File: src/vec_decode_macros.svh
`ifndef VEC_DECODE_MACROS_SVH
`define VEC_DECODE_MACROS_SVH

// widths
`define VEC_ILEN 32
`define VEC_REG_W 5
`define VEC_OP_W 6

// major opcode and funct3 categories
`define VEC_OPCODE_V 7'b1010111
`define F3_OPIVV 3'b000
`define F3_OPMVV 3'b010
`define F3_OPIVI 3'b011
`define F3_OPIVX 3'b100
`define F3_OPMVX 3'b110
`define F3_OPCFG 3'b111

// funct6, single ops and casez families (low bits pick the member)
`define F6_VADD 6'b000000
`define F6_VSUB 6'b000010
`define F6_VRSUB 6'b000011
`define F6_MINMAX 6'b0001??
`define F6_VAND 6'b001001
`define F6_VOR 6'b001010
`define F6_VXOR 6'b001011
`define F6_CMP 6'b011???
`define F6_VSLL 6'b100101
`define F6_VSRL 6'b101000
`define F6_VSRA 6'b101001
`define F6_RED 6'b000???
`define F6_DIV 6'b1000??
`define F6_MUL 6'b1001??

// functional unit select
`define FU_ARITH 3'd0
`define FU_RED 3'd1
`define FU_MUL 3'd2
`define FU_DIV 3'd3
`define FU_NONE 3'd4

// alu operation
`define ALU_ADD 4'd0
`define ALU_SUB 4'd1
`define ALU_AND 4'd2
`define ALU_OR 4'd3
`define ALU_XOR 4'd4
`define ALU_SLL 4'd5
`define ALU_SRL 4'd6
`define ALU_SRA 4'd7
`define ALU_COMP 4'd8
`define ALU_MM 4'd9

// compare kind
`define CMP_EQ 3'd0
`define CMP_NE 3'd1
`define CMP_LTU 3'd2
`define CMP_LT 3'd3
`define CMP_LEU 3'd4
`define CMP_LE 3'd5
`define CMP_GTU 3'd6
`define CMP_GT 3'd7

// min/max kind
`define MM_MIN 2'd0
`define MM_MINU 2'd1
`define MM_MAX 2'd2
`define MM_MAXU 2'd3

// signedness of the operands
`define SGN_UNSIGNED 2'd0
`define SGN_SIGNED 2'd1
`define SGN_SIGNED_UNSIGNED 2'd2

// kind of source 1
`define SRC_V 2'd0
`define SRC_X 2'd1
`define SRC_I 2'd2

// configuration form
`define CFG_NONE 2'd0
`define CFG_VSETVLI 2'd1
`define CFG_VSETIVLI 2'd2
`define CFG_VSETVL 2'd3

// internal op index, families kept contiguous in funct6 order
`define OP_VADD 6'd0
`define OP_VSUB 6'd1
`define OP_VRSUB 6'd2
`define OP_VMINU 6'd3
`define OP_VMIN 6'd4
`define OP_VMAXU 6'd5
`define OP_VMAX 6'd6
`define OP_VAND 6'd7
`define OP_VOR 6'd8
`define OP_VXOR 6'd9
`define OP_VMSEQ 6'd10
`define OP_VMSNE 6'd11
`define OP_VMSLTU 6'd12
`define OP_VMSLT 6'd13
`define OP_VMSLEU 6'd14
`define OP_VMSLE 6'd15
`define OP_VMSGTU 6'd16
`define OP_VMSGT 6'd17
`define OP_VSLL 6'd18
`define OP_VSRL 6'd19
`define OP_VSRA 6'd20
`define OP_VREDSUM 6'd21
`define OP_VREDAND 6'd22
`define OP_VREDOR 6'd23
`define OP_VREDXOR 6'd24
`define OP_VREDMINU 6'd25
`define OP_VREDMIN 6'd26
`define OP_VREDMAXU 6'd27
`define OP_VREDMAX 6'd28
`define OP_VDIVU 6'd29
`define OP_VDIV 6'd30
`define OP_VREMU 6'd31
`define OP_VREM 6'd32
`define OP_VMULHU 6'd33
`define OP_VMUL 6'd34
`define OP_VMULHSU 6'd35
`define OP_VMULH 6'd36
`define OP_BAD 6'd63

`endif

File: src/vec_isa_pkg.sv
`include "vec_decode_macros.svh"

package vec_isa_pkg;

  // OP-V arithmetic layout
  typedef struct packed {
    logic [5:0]            funct6;
    logic                  vm;
    logic [`VEC_REG_W-1:0] vs2;
    logic [`VEC_REG_W-1:0] vs1;
    logic [2:0]            funct3;
    logic [`VEC_REG_W-1:0] vd;
    logic [6:0]            opcode;
  } vec_arith_t;

  // vset* layout, the top two bits pick the form
  typedef struct packed {
    logic                  b31;
    logic                  b30;
    logic [9:0]            zimm;
    logic [`VEC_REG_W-1:0] rs1;
    logic [2:0]            funct3;
    logic [`VEC_REG_W-1:0] rd;
    logic [6:0]            opcode;
  } vec_cfg_t;

  typedef union packed {
    vec_arith_t arith;
    vec_cfg_t   cfg;
  } vec_instr_u;

endpackage

File: src/vec_ctrl_stage.sv
`include "vec_decode_macros.svh"

module vec_ctrl_stage
  import vec_isa_pkg::*;
(
  input  logic                  clk,
  input  logic                  rst,
  input  logic                  s1_valid,
  output logic                  s1_ready,
  input  vec_instr_u            s1_instr,
  input  logic [1:0]            s1_cfgsel,
  input  logic [`VEC_OP_W-1:0]  opi_op,
  input  logic [`VEC_OP_W-1:0]  opm_op,
  output logic                  out_valid,
  input  logic                  out_ready,
  output logic                  illegal,
  output logic                  de_en,
  output logic [`VEC_REG_W-1:0] vd,
  output logic [`VEC_REG_W-1:0] vs1,
  output logic [`VEC_REG_W-1:0] vs2,
  output logic [1:0]            cfgsel,
  output logic [2:0]            fu_type,
  output logic [3:0]            aluop,
  output logic [2:0]            comp_type,
  output logic [1:0]            minmax_type,
  output logic [1:0]            is_signed,
  output logic [1:0]            rs1_type,
  output logic [`VEC_ILEN-1:0]  imm,
  output logic                  high_low,
  output logic                  div_rem
);

  logic [`VEC_OP_W-1:0] op;
  logic                 illegal_d;
  logic                 de_en_d;
  logic                 is_red;
  logic                 is_mul;
  logic                 is_div;
  logic                 is_shift;
  logic [2:0]           f3;
  logic [2:0]           fu_d;
  logic [3:0]           alu_d;
  logic [2:0]           cmp_d;
  logic [1:0]           mm_d;
  logic [1:0]           sgn_d;
  logic [1:0]           src_d;
  logic [`VEC_ILEN-1:0] imm_d;

  // the tables never both hit
  assign op        = (opi_op != `OP_BAD) ? opi_op : opm_op;
  assign illegal_d = (op == `OP_BAD) && (s1_cfgsel == `CFG_NONE);
  assign de_en_d   = !illegal_d && (s1_cfgsel == `CFG_NONE);
  assign f3        = s1_instr.arith.funct3;

  assign is_red   = op inside {[`OP_VREDSUM:`OP_VREDMAX]};
  assign is_div   = op inside {[`OP_VDIVU:`OP_VREM]};
  assign is_mul   = op inside {[`OP_VMULHU:`OP_VMULH]};
  assign is_shift = op inside {`OP_VSLL, `OP_VSRL, `OP_VSRA};

  always_comb begin
    if (!de_en_d) begin
      fu_d = `FU_NONE;
    end else if (is_red) begin
      fu_d = `FU_RED;
    end else if (is_mul) begin
      fu_d = `FU_MUL;
    end else if (is_div) begin
      fu_d = `FU_DIV;
    end else begin
      fu_d = `FU_ARITH;
    end
  end

  always_comb begin
    case (op)
      `OP_VSUB, `OP_VRSUB:    alu_d = `ALU_SUB;
      `OP_VAND, `OP_VREDAND:  alu_d = `ALU_AND;
      `OP_VOR, `OP_VREDOR:    alu_d = `ALU_OR;
      `OP_VXOR, `OP_VREDXOR:  alu_d = `ALU_XOR;
      `OP_VSLL:               alu_d = `ALU_SLL;
      `OP_VSRL:               alu_d = `ALU_SRL;
      `OP_VSRA:               alu_d = `ALU_SRA;
      `OP_VMSEQ, `OP_VMSNE, `OP_VMSLTU, `OP_VMSLT,
      `OP_VMSLEU, `OP_VMSLE, `OP_VMSGTU, `OP_VMSGT: alu_d = `ALU_COMP;
      `OP_VMINU, `OP_VMIN, `OP_VMAXU, `OP_VMAX,
      `OP_VREDMINU, `OP_VREDMIN, `OP_VREDMAXU, `OP_VREDMAX: alu_d = `ALU_MM;
      default:                alu_d = `ALU_ADD;
    endcase
  end

  always_comb begin
    case (op)
      `OP_VMSNE:  cmp_d = `CMP_NE;
      `OP_VMSLTU: cmp_d = `CMP_LTU;
      `OP_VMSLT:  cmp_d = `CMP_LT;
      `OP_VMSLEU: cmp_d = `CMP_LEU;
      `OP_VMSLE:  cmp_d = `CMP_LE;
      `OP_VMSGTU: cmp_d = `CMP_GTU;
      `OP_VMSGT:  cmp_d = `CMP_GT;
      default:    cmp_d = `CMP_EQ;
    endcase
  end

  always_comb begin
    case (op)
      `OP_VMINU, `OP_VREDMINU: mm_d = `MM_MINU;
      `OP_VMAX, `OP_VREDMAX:   mm_d = `MM_MAX;
      `OP_VMAXU, `OP_VREDMAXU: mm_d = `MM_MAXU;
      default:                 mm_d = `MM_MIN;
    endcase
  end

  always_comb begin
    case (op)
      `OP_VADD, `OP_VSUB, `OP_VRSUB, `OP_VMIN, `OP_VMAX,
      `OP_VMSEQ, `OP_VMSNE, `OP_VMSLT, `OP_VMSLE, `OP_VMSGT,
      `OP_VREDSUM, `OP_VREDMIN, `OP_VREDMAX,
      `OP_VMUL, `OP_VMULH, `OP_VDIV, `OP_VREM: sgn_d = `SGN_SIGNED;
      `OP_VMULHSU:                             sgn_d = `SGN_SIGNED_UNSIGNED;
      default:                                 sgn_d = `SGN_UNSIGNED;
    endcase
  end

  // scalar for .vx and the vl register forms, immediate for .vi and vsetivli
  always_comb begin
    src_d = `SRC_V;
    case (s1_cfgsel)
      `CFG_VSETVLI, `CFG_VSETVL: src_d = `SRC_X;
      `CFG_VSETIVLI:             src_d = `SRC_I;
      default: begin
        if (de_en_d && ((f3 == `F3_OPIVX) || (f3 == `F3_OPMVX))) begin
          src_d = `SRC_X;
        end else if (de_en_d && (f3 == `F3_OPIVI)) begin
          src_d = `SRC_I;
        end
      end
    endcase
  end

  // shift amounts and avl are unsigned
  assign imm_d = (is_shift || (s1_cfgsel == `CFG_VSETIVLI)) ?
                 {{(`VEC_ILEN - `VEC_REG_W){1'b0}}, s1_instr.arith.vs1} :
                 {{(`VEC_ILEN - `VEC_REG_W){s1_instr.arith.vs1[`VEC_REG_W-1]}},
                  s1_instr.arith.vs1};

  assign s1_ready = !out_valid || out_ready;

  always_ff @(posedge clk) begin
    if (rst) begin
      out_valid <= 1'b0;
    end else if (s1_ready) begin
      out_valid <= s1_valid;
    end
  end

  always_ff @(posedge clk) begin
    if (s1_valid && s1_ready) begin
      illegal     <= illegal_d;
      de_en       <= de_en_d;
      vd          <= s1_instr.arith.vd;
      vs1         <= s1_instr.arith.vs1;
      vs2         <= s1_instr.arith.vs2;
      cfgsel      <= s1_cfgsel;
      fu_type     <= fu_d;
      aluop       <= alu_d;
      comp_type   <= cmp_d;
      minmax_type <= mm_d;
      is_signed   <= sgn_d;
      rs1_type    <= src_d;
      imm         <= imm_d;
      high_low    <= op inside {`OP_VMULH, `OP_VMULHU, `OP_VMULHSU};
      div_rem     <= op inside {`OP_VDIVU, `OP_VDIV};
    end
  end

endmodule

File: src/vec_decode_top.sv
`include "vec_decode_macros.svh"

module vec_decode_top
  import vec_isa_pkg::*;
(
  input  logic                  clk,
  input  logic                  rst,
  input  logic                  in_valid,
  output logic                  in_ready,
  input  logic [`VEC_ILEN-1:0]  instr,
  output logic                  out_valid,
  input  logic                  out_ready,
  output logic                  illegal,
  output logic                  de_en,
  output logic [`VEC_REG_W-1:0] vd,
  output logic [`VEC_REG_W-1:0] vs1,
  output logic [`VEC_REG_W-1:0] vs2,
  output logic [1:0]            cfgsel,
  output logic [2:0]            fu_type,
  output logic [3:0]            aluop,
  output logic [2:0]            comp_type,
  output logic [1:0]            minmax_type,
  output logic [1:0]            is_signed,
  output logic [1:0]            rs1_type,
  output logic [`VEC_ILEN-1:0]  imm,
  output logic                  high_low,
  output logic                  div_rem
);

  // stage 1 to stage 2
  logic                 s1_valid;
  logic                 s1_ready;
  vec_instr_u           s1_instr;
  logic                 s1_is_opi;
  logic                 s1_is_opm;
  logic [1:0]           s1_cfgsel;
  logic [`VEC_OP_W-1:0] opi_op;
  logic [`VEC_OP_W-1:0] opm_op;

  vec_field_stage u_field (
    .clk       (clk),
    .rst       (rst),
    .in_valid  (in_valid),
    .in_ready  (in_ready),
    .instr     (instr),
    .s1_valid  (s1_valid),
    .s1_ready  (s1_ready),
    .s1_instr  (s1_instr),
    .s1_is_opi (s1_is_opi),
    .s1_is_opm (s1_is_opm),
    .s1_cfgsel (s1_cfgsel)
  );

  // lookups run on the stage 1 registers
  vec_opi_table u_opi (
    .instr  (s1_instr),
    .is_opi (s1_is_opi),
    .op     (opi_op)
  );

  vec_opm_table u_opm (
    .instr  (s1_instr),
    .is_opm (s1_is_opm),
    .op     (opm_op)
  );

  vec_ctrl_stage u_ctrl (
    .clk         (clk),
    .rst         (rst),
    .s1_valid    (s1_valid),
    .s1_ready    (s1_ready),
    .s1_instr    (s1_instr),
    .s1_cfgsel   (s1_cfgsel),
    .opi_op      (opi_op),
    .opm_op      (opm_op),
    .out_valid   (out_valid),
    .out_ready   (out_ready),
    .illegal     (illegal),
    .de_en       (de_en),
    .vd          (vd),
    .vs1         (vs1),
    .vs2         (vs2),
    .cfgsel      (cfgsel),
    .fu_type     (fu_type),
    .aluop       (aluop),
    .comp_type   (comp_type),
    .minmax_type (minmax_type),
    .is_signed   (is_signed),
    .rs1_type    (rs1_type),
    .imm         (imm),
    .high_low    (high_low),
    .div_rem     (div_rem)
  );

endmodule

File: src/vec_field_stage.sv
`include "vec_decode_macros.svh"

module vec_field_stage
  import vec_isa_pkg::*;
(
  input  logic       clk,
  input  logic       rst,
  input  logic       in_valid,
  output logic       in_ready,
  input  vec_instr_u instr,
  output logic       s1_valid,
  input  logic       s1_ready,
  output vec_instr_u s1_instr,
  output logic       s1_is_opi,
  output logic       s1_is_opm,
  output logic [1:0] s1_cfgsel
);

  logic       is_opv;
  logic [2:0] f3;
  logic       is_opi;
  logic       is_opm;
  logic [1:0] cfgsel;

  assign is_opv = (instr.arith.opcode == `VEC_OPCODE_V);
  assign f3     = instr.arith.funct3;

  assign is_opi = is_opv &&
                  ((f3 == `F3_OPIVV) || (f3 == `F3_OPIVX) || (f3 == `F3_OPIVI));
  assign is_opm = is_opv && ((f3 == `F3_OPMVV) || (f3 == `F3_OPMVX));

  // vsetvli has bit 31 clear, the other two use bit 30
  always_comb begin
    cfgsel = `CFG_NONE;
    if (is_opv && (f3 == `F3_OPCFG)) begin
      if (!instr.cfg.b31) begin
        cfgsel = `CFG_VSETVLI;
      end else if (instr.cfg.b30) begin
        cfgsel = `CFG_VSETIVLI;
      end else begin
        cfgsel = `CFG_VSETVL;
      end
    end
  end

  // free slot, or the slot drains this cycle
  assign in_ready = !s1_valid || s1_ready;

  always_ff @(posedge clk) begin
    if (rst) begin
      s1_valid <= 1'b0;
    end else if (in_ready) begin
      s1_valid <= in_valid;
    end
  end

  always_ff @(posedge clk) begin
    if (in_valid && in_ready) begin
      s1_instr  <= instr;
      s1_is_opi <= is_opi;
      s1_is_opm <= is_opm;
      s1_cfgsel <= cfgsel;
    end
  end

endmodule

File: src/vec_opi_table.sv
`include "vec_decode_macros.svh"

module vec_opi_table
  import vec_isa_pkg::*;
(
  input  vec_instr_u            instr,
  input  logic                  is_opi,
  output logic [`VEC_OP_W-1:0]  op
);

  logic [5:0]           f6;
  logic [`VEC_OP_W-1:0] base;
  // one bit per form, {vi, vx, vv}
  logic [2:0]           form;
  logic [2:0]           allowed;

  assign f6   = instr.arith.funct6;
  assign form = {instr.arith.funct3 == `F3_OPIVI,
                 instr.arith.funct3 == `F3_OPIVX,
                 instr.arith.funct3 == `F3_OPIVV};

  always_comb begin
    base = `OP_BAD;
    casez (f6)
      `F6_VADD:   base = `OP_VADD;
      `F6_VSUB:   base = `OP_VSUB;
      `F6_VRSUB:  base = `OP_VRSUB;
      `F6_MINMAX: base = `OP_VMINU + {4'd0, f6[1:0]};
      `F6_VAND:   base = `OP_VAND;
      `F6_VOR:    base = `OP_VOR;
      `F6_VXOR:   base = `OP_VXOR;
      `F6_CMP:    base = `OP_VMSEQ + {3'd0, f6[2:0]};
      `F6_VSLL:   base = `OP_VSLL;
      `F6_VSRL:   base = `OP_VSRL;
      `F6_VSRA:   base = `OP_VSRA;
      default:    base = `OP_BAD;
    endcase
  end

  always_comb begin
    allowed = 3'b000;
    casez (f6)
      `F6_VADD, `F6_VAND, `F6_VOR, `F6_VXOR,
      `F6_VSLL, `F6_VSRL, `F6_VSRA: allowed = 3'b111;
      `F6_VSUB, `F6_MINMAX:         allowed = 3'b011;
      `F6_VRSUB:                    allowed = 3'b110;
      // lt has no vi form, gt has no vv form
      `F6_CMP: begin
        if (f6[2:1] == 2'b01) begin
          allowed = 3'b011;
        end else if (f6[2:1] == 2'b11) begin
          allowed = 3'b110;
        end else begin
          allowed = 3'b111;
        end
      end
      default: allowed = 3'b000;
    endcase
  end

  assign op = (is_opi && |(allowed & form)) ? base : `OP_BAD;

endmodule

File: src/vec_opm_table.sv
`include "vec_decode_macros.svh"

module vec_opm_table
  import vec_isa_pkg::*;
(
  input  vec_instr_u            instr,
  input  logic                  is_opm,
  output logic [`VEC_OP_W-1:0]  op
);

  logic [5:0] f6;
  logic       is_vv;

  assign f6    = instr.arith.funct6;
  assign is_vv = (instr.arith.funct3 == `F3_OPMVV);

  // is_opm already limits funct3 to mvv or mvx
  always_comb begin
    op = `OP_BAD;
    if (is_opm) begin
      casez (f6)
        // reductions exist only as .vs with a vector source
        `F6_RED: begin
          if (is_vv) begin
            op = `OP_VREDSUM + {3'd0, f6[2:0]};
          end
        end
        `F6_DIV: op = `OP_VDIVU + {4'd0, f6[1:0]};
        `F6_MUL: op = `OP_VMULHU + {4'd0, f6[1:0]};
        default: op = `OP_BAD;
      endcase
    end
  end

endmodule

File: config.mk
export PLATFORM = sky130hd
export DESIGN_NAME = vec_decode_top
export DESIGN_NICKNAME = d
export VERILOG_FILES = /design/src/vec_isa_pkg.sv /design/src/vec_ctrl_stage.sv /design/src/vec_decode_top.sv /design/src/vec_field_stage.sv /design/src/vec_opi_table.sv /design/src/vec_opm_table.sv
export VERILOG_INCLUDE_DIRS = /design/src /design/src/src
export SDC_FILE = /design/constraint.sdc
export NUM_CORES = 1
export LEC_CHECK = 0
export BUFFER_PORTS_ARGS = -buffer_cell sky130_fd_sc_hd__buf_2
export CAP_MARGIN = 10
export CORE_ASPECT_RATIO = 0.6
export CORE_UTILIZATION = 40
export CTS_CLUSTER_DIAMETER = 60
export DETAILED_ROUTE_END_ITERATION = 8
export PLACE_DENSITY = 0.69
export REMOVE_ABC_BUFFERS = 1
export SYNTH_ARGS = -nofsm -noshare
export SYNTH_HDL_FRONTEND = slang
export SYNTH_SLANG_ARGS = --single-unit
File: constraint.sdc
create_clock -name clk -period 4.5 [get_ports clk]
set_input_delay 0.675 -clock clk [delete_from_list [all_inputs] [get_ports clk]]
set_output_delay 0.675 -clock clk [all_outputs]
set_load 0.02 [all_outputs]
## After elaboration in Yosys (flattened, before gate mapping)

Memory sizes are Yosys's and may differ from the RTL's. A register that Yosys moved wholly into a read port is not among the register bits.
Index checks and enable logic that the tools add are counted.

| storage, ports and cells | value |
|---|---|
| memories kept | 2 |
| output and inout port bits | 71 |
| flip-flop bits (word level) | 75 |
| ROM bits | 256 |
| word-level logic and storage cells | 146 |
| input port bits | 36 |
| bits in latches | 0 |
| bits in writable memories | 0 |

Memory list:

| name | words | bits a word | rd ports | clocked after memory_dff | wr ports | line | source |
|---|---|---|---|---|---|---|---|
| (no name shown) | 64 | 2 | 1 | 1 | 0 | vec_ctrl_stage.sv:114 | `case (op)` |
| (no name shown) | 32 | 4 | 1 | 1 | 0 | vec_ctrl_stage.sv:75 | `case (op)` |

| operators by class | value |
|---|---|
| multipliers | 0 |
| mux-type cells | 19 |
| reduce and logical (&&, ||, !) cells | 40 |
| eq/ne operators | 50 |
| add/sub/neg operators | 5 |
| order comparisons | 6 |
| div/mod/pow operators | 0 |
| shift operators | 0 |
| bitwise logic cells | 2 |

Operators by type and width:

| cell | count |
|---|---|
| 6-bit one-hot mux with 11 select lines | 1 |
| 6-bit by 5-bit == test with 1-bit output (second input constant) | 10 |
| 6-bit by 4-bit == test with 1-bit output (second input constant) | 8 |
| 6-bit == test (second input constant) | 7 |
| 6-bit two-way mux | 4 |
| 3-bit one-hot mux with 7 select lines | 1 |
| 6-bit by 2-bit == test with 1-bit output (second input constant) | 3 |
| 6-bit one-hot mux with 3 select lines | 1 |
| 3-bit by 2-bit == test with 1-bit output (second input constant) | 5 |
| 3-bit == test (second input constant) | 5 |
| 1-bit logical AND | 13 |
| 6-bit by 3-bit == test with 1-bit output (second input constant) | 2 |
| 6-bit by 5-bit greater-or-equal comparator with 1-bit output (second input constant) | 2 |
| 6-bit less-or-equal comparator (second input constant) | 2 |
| 3-bit one-hot mux with 4 select lines | 1 |
| 2-bit OR reduction | 6 |
| 3-bit logical NOT | 3 |
| 3-bit two-way mux | 3 |
| 4-bit == test (second input constant) | 2 |
| 7-bit == test (second input constant) | 1 |
| 1-bit logical OR | 7 |
| 7-bit OR reduction | 1 |
| 5-bit by 2-bit adder with 6-bit output (first input constant) | 1 |
| 5-bit by 3-bit adder with 6-bit output (first input constant) | 1 |
| 22 further kinds | 32 |

## Logic depth before layout (Yosys ltp)

Gate-level depths: netlist of the first run.

| logic depth | value |
|---|---|
| depth after elaboration | 18 |
| gate-level depth with buffers | 17 |

## Hierarchy

A second synthesis of the first run with hierarchy kept.

| unflattened totals | value |
|---|---|
| cell total of the unflattened synthesis | 349 |
| area, all modules | 4231.6 um^2 |

Modules (own cells, without submodules):

| module | area each (um^2) | cells an instance | sequential area each (um^2) | times used |
|---|---|---|---|---|
| vec_ctrl_stage | 2289.7 | 210 | 1161.1 | 1 |
| vec_field_stage | 1241.2 | 52 | 1101.1 | 1 |
| vec_opi_table | 578.1 | 70 | 0.0 | 1 |
| vec_opm_table | 122.6 | 17 | 0.0 | 1 |

## Least setup slack after synthesis of the first run

Ideal clock, no wire load.

| path | value |
|---|---|
| kind | reg2reg |
| from | reg u_field.s1_instr[26] (netlist name) |
| to | reg u_ctrl.fu_type[1] (data pin) |
| cell stages (with the launch flop) | 16 |
| period minus slack after synthesis | 3.620 ns |
| data arrival time | 3.430 ns |
| path buffers | 2 |
| setup slack | 0.880 ns |
| setup time | 0.190 ns |
| cell sequence | edfxtp_1 -> inv_1 -> ha_1 -> a21o_1 -> a211oi_4 -> o211ai_1 -> o311ai_4 -> buf_6 -> mux2i_2 -> inv_1 -> ha_1 -> buf_1 -> inv_1 -> a21oi_1 -> nor2b_1 -> a2111oi_2 |

| on the way | value |
|---|---|
| word-level cells in the longest chain between the ends | 15 |
| elaborated cells on any way between the ends | 44 |
| classes of those cells | add/sub: 5; order compare: 6; eq/ne: 10; mux: 9; bitwise: 2; reduce/logical: 12 |

Ends and longest elaborated chain:

| what | line | source |
|---|---|---|
| start: declaration | vec_field_stage.sv:13 | `output vec_instr_u s1_instr,` |
| start signal: assignment | vec_field_stage.sv:59 | `s1_instr <= instr;` |
| 6-bit by 4-bit == test with 1-bit output (tied with other cells) | vec_opi_table.sv:24, vec_opi_table.sv:42 |  |
| 7-bit OR reduction or 2-bit OR reduction (tied branches) | vec_opi_table.sv:42 | `casez (f6)` |
| 3-bit one-hot mux with 4 select lines | vec_opi_table.sv:42 |  |
| 3-bit bitwise AND | vec_opi_table.sv:61 | `` assign op = (is_opi && \|(allowed & form)) ? base : `OP_BAD; `` |
| 3-bit OR reduction | vec_opi_table.sv:61 |  |
| 1-bit logical AND | vec_opi_table.sv:61 |  |
| 6-bit two-way mux (no source line) | - |  |
| 6-bit inequality test (no source line) | - |  |
| 6-bit two-way mux * | vec_ctrl_stage.sv:50 | `` assign op = (opi_op != `OP_BAD) ? opi_op : opm_op; `` |
| named net u_ctrl.op[0] | vec_ctrl_stage.sv:33 | `` logic [`VEC_OP_W-1:0] op; `` |
| parallel branches: the longest is 6 deep, another holds 6-bit by 5-bit greater-or-equal comparator with 1-bit output | - |  |
| end signal: assignment | vec_ctrl_stage.sv:164 | `fu_type <= fu_d;` |
| end: declaration | vec_ctrl_stage.sv:22 | `output logic [2:0] fu_type,` |

Mark *: on every way through the listed nets, which the timed path passes.
A chain may end at the register's enable or synchronous reset.

## Worst setup path in the final report of the first run

Ends and elaborated chain as after synthesis.

==> out/results.ini, run 1 <==
[cts]
cts_resized=0
cts.htree.levels=3
clock-root-buffer=clkbuf_16
path_clk_slew_ns=0.06
cts.sinks=68
clockBufferDepth=2
post-cts-setup-buffers=0
postCtsHoldBufs=0
clk_latency_ns=0.33
numCtsBuffers=9
cts_tree=done

[layout]
antenna_cells=0
drive_above_1_share_pct=38.4
synthToLayoutAreaGrowth_pct=19.2
final_nets=443

[pwr]
finalPower_mw=1.65
ir_worst_vdd_mv=0.276
p_leak_nw=1.75
p_per_area_nw_per_um2=365

[sta]
rsz0062_at_grt=no
fin_setup_tns_ns=0
fin_hold_ws_ns=0.413
slew_headroom_pct=28.3
timing.final.ws_setup_ns=0.302
finalClockSkew_ns=0.00602
setup_viol=0
layout_min_cycle_time_ns=4.20
finalMaxSlewViolations=0
fin_crit_sh_pct=93.3
final-hold-violation-count=0
max_freq_mhz=238
tightest_slew_ns=1.07

[setup_path]
cp_data_arrival_time_ns=4.33
critPathMaxFanout=9
critical_path_class=reg2reg
start_kind=register
cp_data_required_time_ns=4.63
cp-end-kind=register

[route]
drc=0
wl_per_cell_um=15.6
viasPerCell=5.31
antenna_left=0
vias=2820
route.final.wire_length_um=8290
drtIter0Drc=257
dr.pass1.iters=4

[placement]
dpl_worst_slack_ns=0.418
gp_congestion=0.856
numPortBuffers=105
dp_hpwl_um=5900

[outcome]
status=complete, no violations

[grt]
first_global_vias=2693
grt_pass1_wl_um=13200
antenna_found_initial=0
grt_usage_pct=17.4
grt_max_degree=39
globalRoute.totalOverflow=0

[synth]
seq_area_frac_synth_pct=53.2
synth_ff_type=edfxtp_1
syn_area_um2=3800
synth-seq-cells=68
ys.warnings.count=0
syn_inst=320
async_flop_share_pct=0
synth.distinct_cells=72
synth-edff-count=66
synth.avg_cell_area_um2=11.9

[floorplanning]
fp.dieH_um=77.5
ios=107
die_area_um2=9900
die_w_um=128
start_util_pct=41.3
coreArea_um2=9190
num_rows=27

[job]
drv_cap=0

[min_path]
worstHoldPathType=reg2reg

## state kept, by name (all words and copies together), names as in the netlist
register / count
u_ctrl.cfgsel: 2
u_field.s1_is_opi: 1
u_ctrl.rs1_type: 2
u_field.s1_cfgsel: 2
u_ctrl.aluop: 4
u_ctrl.is_signed: 2
u_ctrl.div_rem: 1
u_ctrl.minmax_type: 2
u_ctrl.illegal: 1
u_ctrl.comp_type: 3
u_ctrl.out_valid: 1
u_ctrl.de_en: 1
u_ctrl.imm: 6
u_ctrl.vs2: 5
u_ctrl.high_low: 1
u_field.s1_valid: 1
u_ctrl.vd: 5
u_field.s1_is_opm: 1
u_ctrl.fu_type: 3
u_field.s1_instr: 24
## cells in the mapped netlist (all sizes together), types with 4 or more instances
master,count,area (µm²)
a211oi,4,42.5
o211ai,7,57.6
nand2b,7,43.8
clkbuf,4,15.0
o32ai,4,42.6
nor3b,4,35.0
ha,11,138
nand4,4,31.3
inv,15,56.3
nand3,6,30.0
o21ai,16,83.8
nor2b,6,40.0
nand2,13,51.3
a21oi,11,55.1
nor2,27,101
buf,40,294
nor3,8,40.0
mux2i,5,57.6
edfxtp,66,1980
## worst paths after layout
kind                            end                 start  slack [ns]  depth (start not counted)
setup / recovery  u_ctrl.fu_type[1]  u_field.s1_instr[26]        0.30                         13
hold / removal        u_ctrl.imm[2]  u_field.s1_instr[17]        0.41                          0
setup reg to reg  u_ctrl.fu_type[1]  u_field.s1_instr[26]        0.30                         13
hold reg to reg       u_ctrl.imm[2]  u_field.s1_instr[17]        0.41                          0
## metal layers
metal  GRT usage [%]  routed length, µm
met3            6.07                723
met1            22.8               3770
met5               0                  0
met4            7.65                152
met2            25.9               3650
## per-stage QoR
step / cell area [µm²] / utilization (%) / instances
after floorplan: 3490 / - / 276
after global placement: 4210 / 45.9 / 515
after detailed placement: 4210 / 45.9 / 515
after CTS: 4530 / 49.3 / 531
after global routing: 4530 / 49.3 / 531
final: 4530 / 49.3 / 531
## critical path, cell delays in order, from the launching register on
cell,delay (ns)
edfxtp_1,0.48
inv_1,0.15
ha_1,0.28
a21o_1,0.22
a211oi_4,0.35
o211ai_1,0.23
o311ai_4,0.49
mux2i_2,0.50
inv_1,0.17
ha_1,0.35
inv_1,0.17
a21oi_1,0.10
nor2b_1,0.15
a2111oi_2,0.35
## cells by family after synthesis
kind of cell	Yosys count	synth area share [%]
muxes	8	2.41
AOI/OAI and AO/OA	77	16.4
and+or+nand+nor	95	14.2
buffers and inverters	59	9.62
DFF	68	53.2
adders and majority gates	11	3.62
xor gates and xnor gates	2	0.461
## placed cells by master (no fill, tap or decap), types with 3 or more instances in the layout
cell,netlist,routed
mux2i_1,3,3
or2_2,3,3
inv_1,14,14
nand2b_1,7,7
o211ai_1,6,6
a21oi_1,11,11
nor3_1,8,8
buf_2,4,105
a211o_1,3,3
nor3b_1,3,3
ha_1,11,11
edfxtp_1,66,66
nand3_1,6,6
nand4_1,3,3
a211oi_1,3,3
o21ai_0,11,11
or3_1,3,3
nor2b_1,5,4
o32ai_1,3,3
a31oi_1,3,3
mux2_2,3,3
nor2_1,27,27
nand2_1,12,12
a22o_1,3,3
o21ai_1,4,4
buf_4,33,4
clkbuf_16,0,9
and3b_1,3,3
## layout make-up
type,instances,area [µm²]
inverters,15,56.3
clock inverters,5,58.8
fillers,854,4660
clock buffers,11,253
multi-input cells,193,1420
repair buffers,109,556
well taps,130,163
flip-flops and latches,68,2020
## power breakdown
part / internal (mW) / total, mW / switching (mW)
Combinational: 0.0620 / 0.175 / 0.113
Sequential: 0.731 / 0.754 / 0.0224
Clock: 0.460 / 0.725 / 0.265
Note: power is estimated with default switching activity, not from simulation.
==> inputs of run 2 (changes only) <==
--- a/config.mk
+++ b/config.mk
@@ -9,9 +9,11 @@
 export BUFFER_PORTS_ARGS = -buffer_cell sky130_fd_sc_hd__buf_2
 export CAP_MARGIN = 10
 export CORE_ASPECT_RATIO = 0.6
+export CORE_MARGIN = 2
 export CORE_UTILIZATION = 40
 export CTS_CLUSTER_DIAMETER = 60
 export DETAILED_ROUTE_END_ITERATION = 8
+export MAX_ROUTING_LAYER = met4
 export PLACE_DENSITY = 0.69
 export REMOVE_ABC_BUFFERS = 1
 export SYNTH_ARGS = -nofsm -noshare
==> constraint.sdc (replaced) <==
create_clock -name clk -period 5.2 [get_ports clk]
set_input_delay 0.78 -clock clk [delete_from_list [all_inputs] [get_ports clk]]
set_output_delay 0.78 -clock clk [all_outputs]
set_load 0.02 [all_outputs]
==> out/results.ini, run 2 (same netlist as run 1, synthesis figures left out) <==
[cts]
numCtsBuffers=9
cts.htree.levels=3
cts_resized=0
clockBufferDepth=2
clock-root-buffer=clkbuf_16
path_clk_slew_ns=0.06
post-cts-setup-buffers=0
cts.sinks=68
clk_latency_ns=0.33
postCtsHoldBufs=0
cts_tree=done

[pwr]
pwr-share-clk_pct=43.3
switchingPower_mw=0.353
ir_worst_vdd_mv=0.217
p_comb_share_pct=10.5
p_per_area_nw_per_um2=314
p_int_mw=1.06
p_leak_nw=1.74
switching_share_pct=24.9
finalPower_mw=1.42
pwr-share-seq_pct=46.1

[job]
drv_cap=0

[grt]
grt_pass1_wl_um=13000
globalRoute.totalOverflow=0
grt_usage_pct=17.2
grt_max_degree=39
antenna_found_initial=0
first_global_vias=2512

[setup_path]
r2r_start=u_field.s1_instr[26]
cp-endpoint=u_ctrl.fu_type[1]
start_kind=register
rr_worst_depth=12
startpoint=u_field.s1_instr[26]
critPathMaxFanout=14
cp-end-kind=register
cp_data_arrival_time_ns=4.34
worstReg2RegEnd=u_ctrl.fu_type[1]
reg2reg_slack_ns=1.0
critical_path_class=reg2reg
cp_data_required_time_ns=5.34

[layout]
largest_register_ffs=24
synthToLayoutAreaGrowth_pct=18.8
final_util_pct=49.1
mostFrequentLayoutCells=buf_2, edfxtp_1, nor2_1, inv_1, nand2_1
final_common_cell=buf_2
largest-register=u_field.s1_instr
reg.largest.list=u_field.s1_instr: 24 flops, u_ctrl.imm: 6 flops
drive_above_1_share_pct=38.3
antenna_cells=0
final_nets=442
final_cells=530

[sta]
tightest_slew_ns=1.05
fin_setup_tns_ns=0
setup_viol=0
final-hold-violation-count=0
fin_crit_sh_pct=80.8
finalMaxSlewViolations=0
rsz0062_at_grt=no
layout_min_cycle_time_ns=4.20
finalClockSkew_ns=0.00764
max_freq_mhz=238
slew_headroom_pct=30.0

[route]
route.final.wire_length_um=8130
vias=2762
wl_per_cell_um=15.3
dr.pass1.iters=5
antenna_left=0
drtIter0Drc=181
drc=0
viasPerCell=5.21

[outcome]
status=complete, no violations

[placement]
dp_hpwl_um=5830
numPortBuffers=105
dp_cells=514
gp_congestion=0.895

[floorplanning]
die_area_um2=10300
num_rows=27
fp.dieH_um=79.5
die_w_um=130
coreArea_um2=9190
ios=107
start_util_pct=41.3

[min_path]
worstHoldPathType=reg2reg
whs_path_depth=0

-- run 2: changes by cell type in the layout (fill, tap and decap cells not counted), sizes merged --
cell,delta
inv,+3
clkbuf,-2
clkinv,-1
buf,-1
-- run 2: power groups by stage --
stage / sequential [mW] / clock, mW / combinational [mW]
floorplan: 0.695 / 0 / 0.0604
global placement: 0.663 / 0 / 0.147
detailed placement: 0.665 / 0 / 0.149
CTS: 0.653 / 0.634 / 0.150
global route: 0.657 / 0.659 / 0.162
finish: 0.653 / 0.614 / 0.149
-- run 2: cell type report --
| type | instances | area, µm² |
|---|---|---|
| multi-input combinational | 193 | 1420 |
| fill | 831 | 4680 |
| timing repair buffer | 108 | 548 |
| tap | 130 | 163 |
| inverter | 15 | 56.3 |
| clock buffer | 9 | 225 |
| clock inverter | 7 | 80.1 |
| sequential | 68 | 2020 |
-- run 2: critical path: stages, from the launching register on --
cell and delay, ns:
edfxtp_1 0.46, inv_1 0.15, ha_1 0.27, a21o_1 0.22
a211oi_4 0.37, o211ai_1 0.24, o311ai_4 0.24, buf_4 0.27
mux2i_2 0.49, ha_1 0.40, nand4_1 0.12, or3_1 0.44
a2111oi_2 0.33
-- run 2: worst min-delay path by stage --
stage	start	to	slack (ns)
floorplan	u_field.s1_instr[15]	u_ctrl.imm[0]	0.40
global placement	u_field.s1_instr[20]	u_ctrl.vs2[0]	0.40
detailed placement	u_field.s1_instr[9]	u_ctrl.vd[2]	0.41
CTS	u_field.s1_instr[20]	u_ctrl.vs2[0]	0.42
global route	u_field.s1_instr[20]	u_ctrl.vs2[0]	0.43
finish	u_field.s1_instr[20]	u_ctrl.vs2[0]	0.42
-- run 2: through the flow --
stage                     hold slack [ns]  setup WS (ns)  area [µm²]
after floorplan                     0.400          0.852        3490
after global placement              0.400           1.19        4210
after detailed placement            0.406           1.08        4210
after CTS                           0.419           1.05        4510
after global routing                0.425          0.717        4510
final                               0.416           1.00        4510
-- run 2: metal layers --
metal | wire (µm) | GRT usage, % | part of all wire (%) | up-vias
li1 | - | - | - | 1328
met1 | 3790 | 23.4 | 47 | 1298
met2 | 3530 | 23.3 | 43 | 122
met3 | 701 | 6.50 | 8.6 | 14
met4 | 102 | 6.34 | 1.3 | 0
met5 | 0 | - | 0 | -
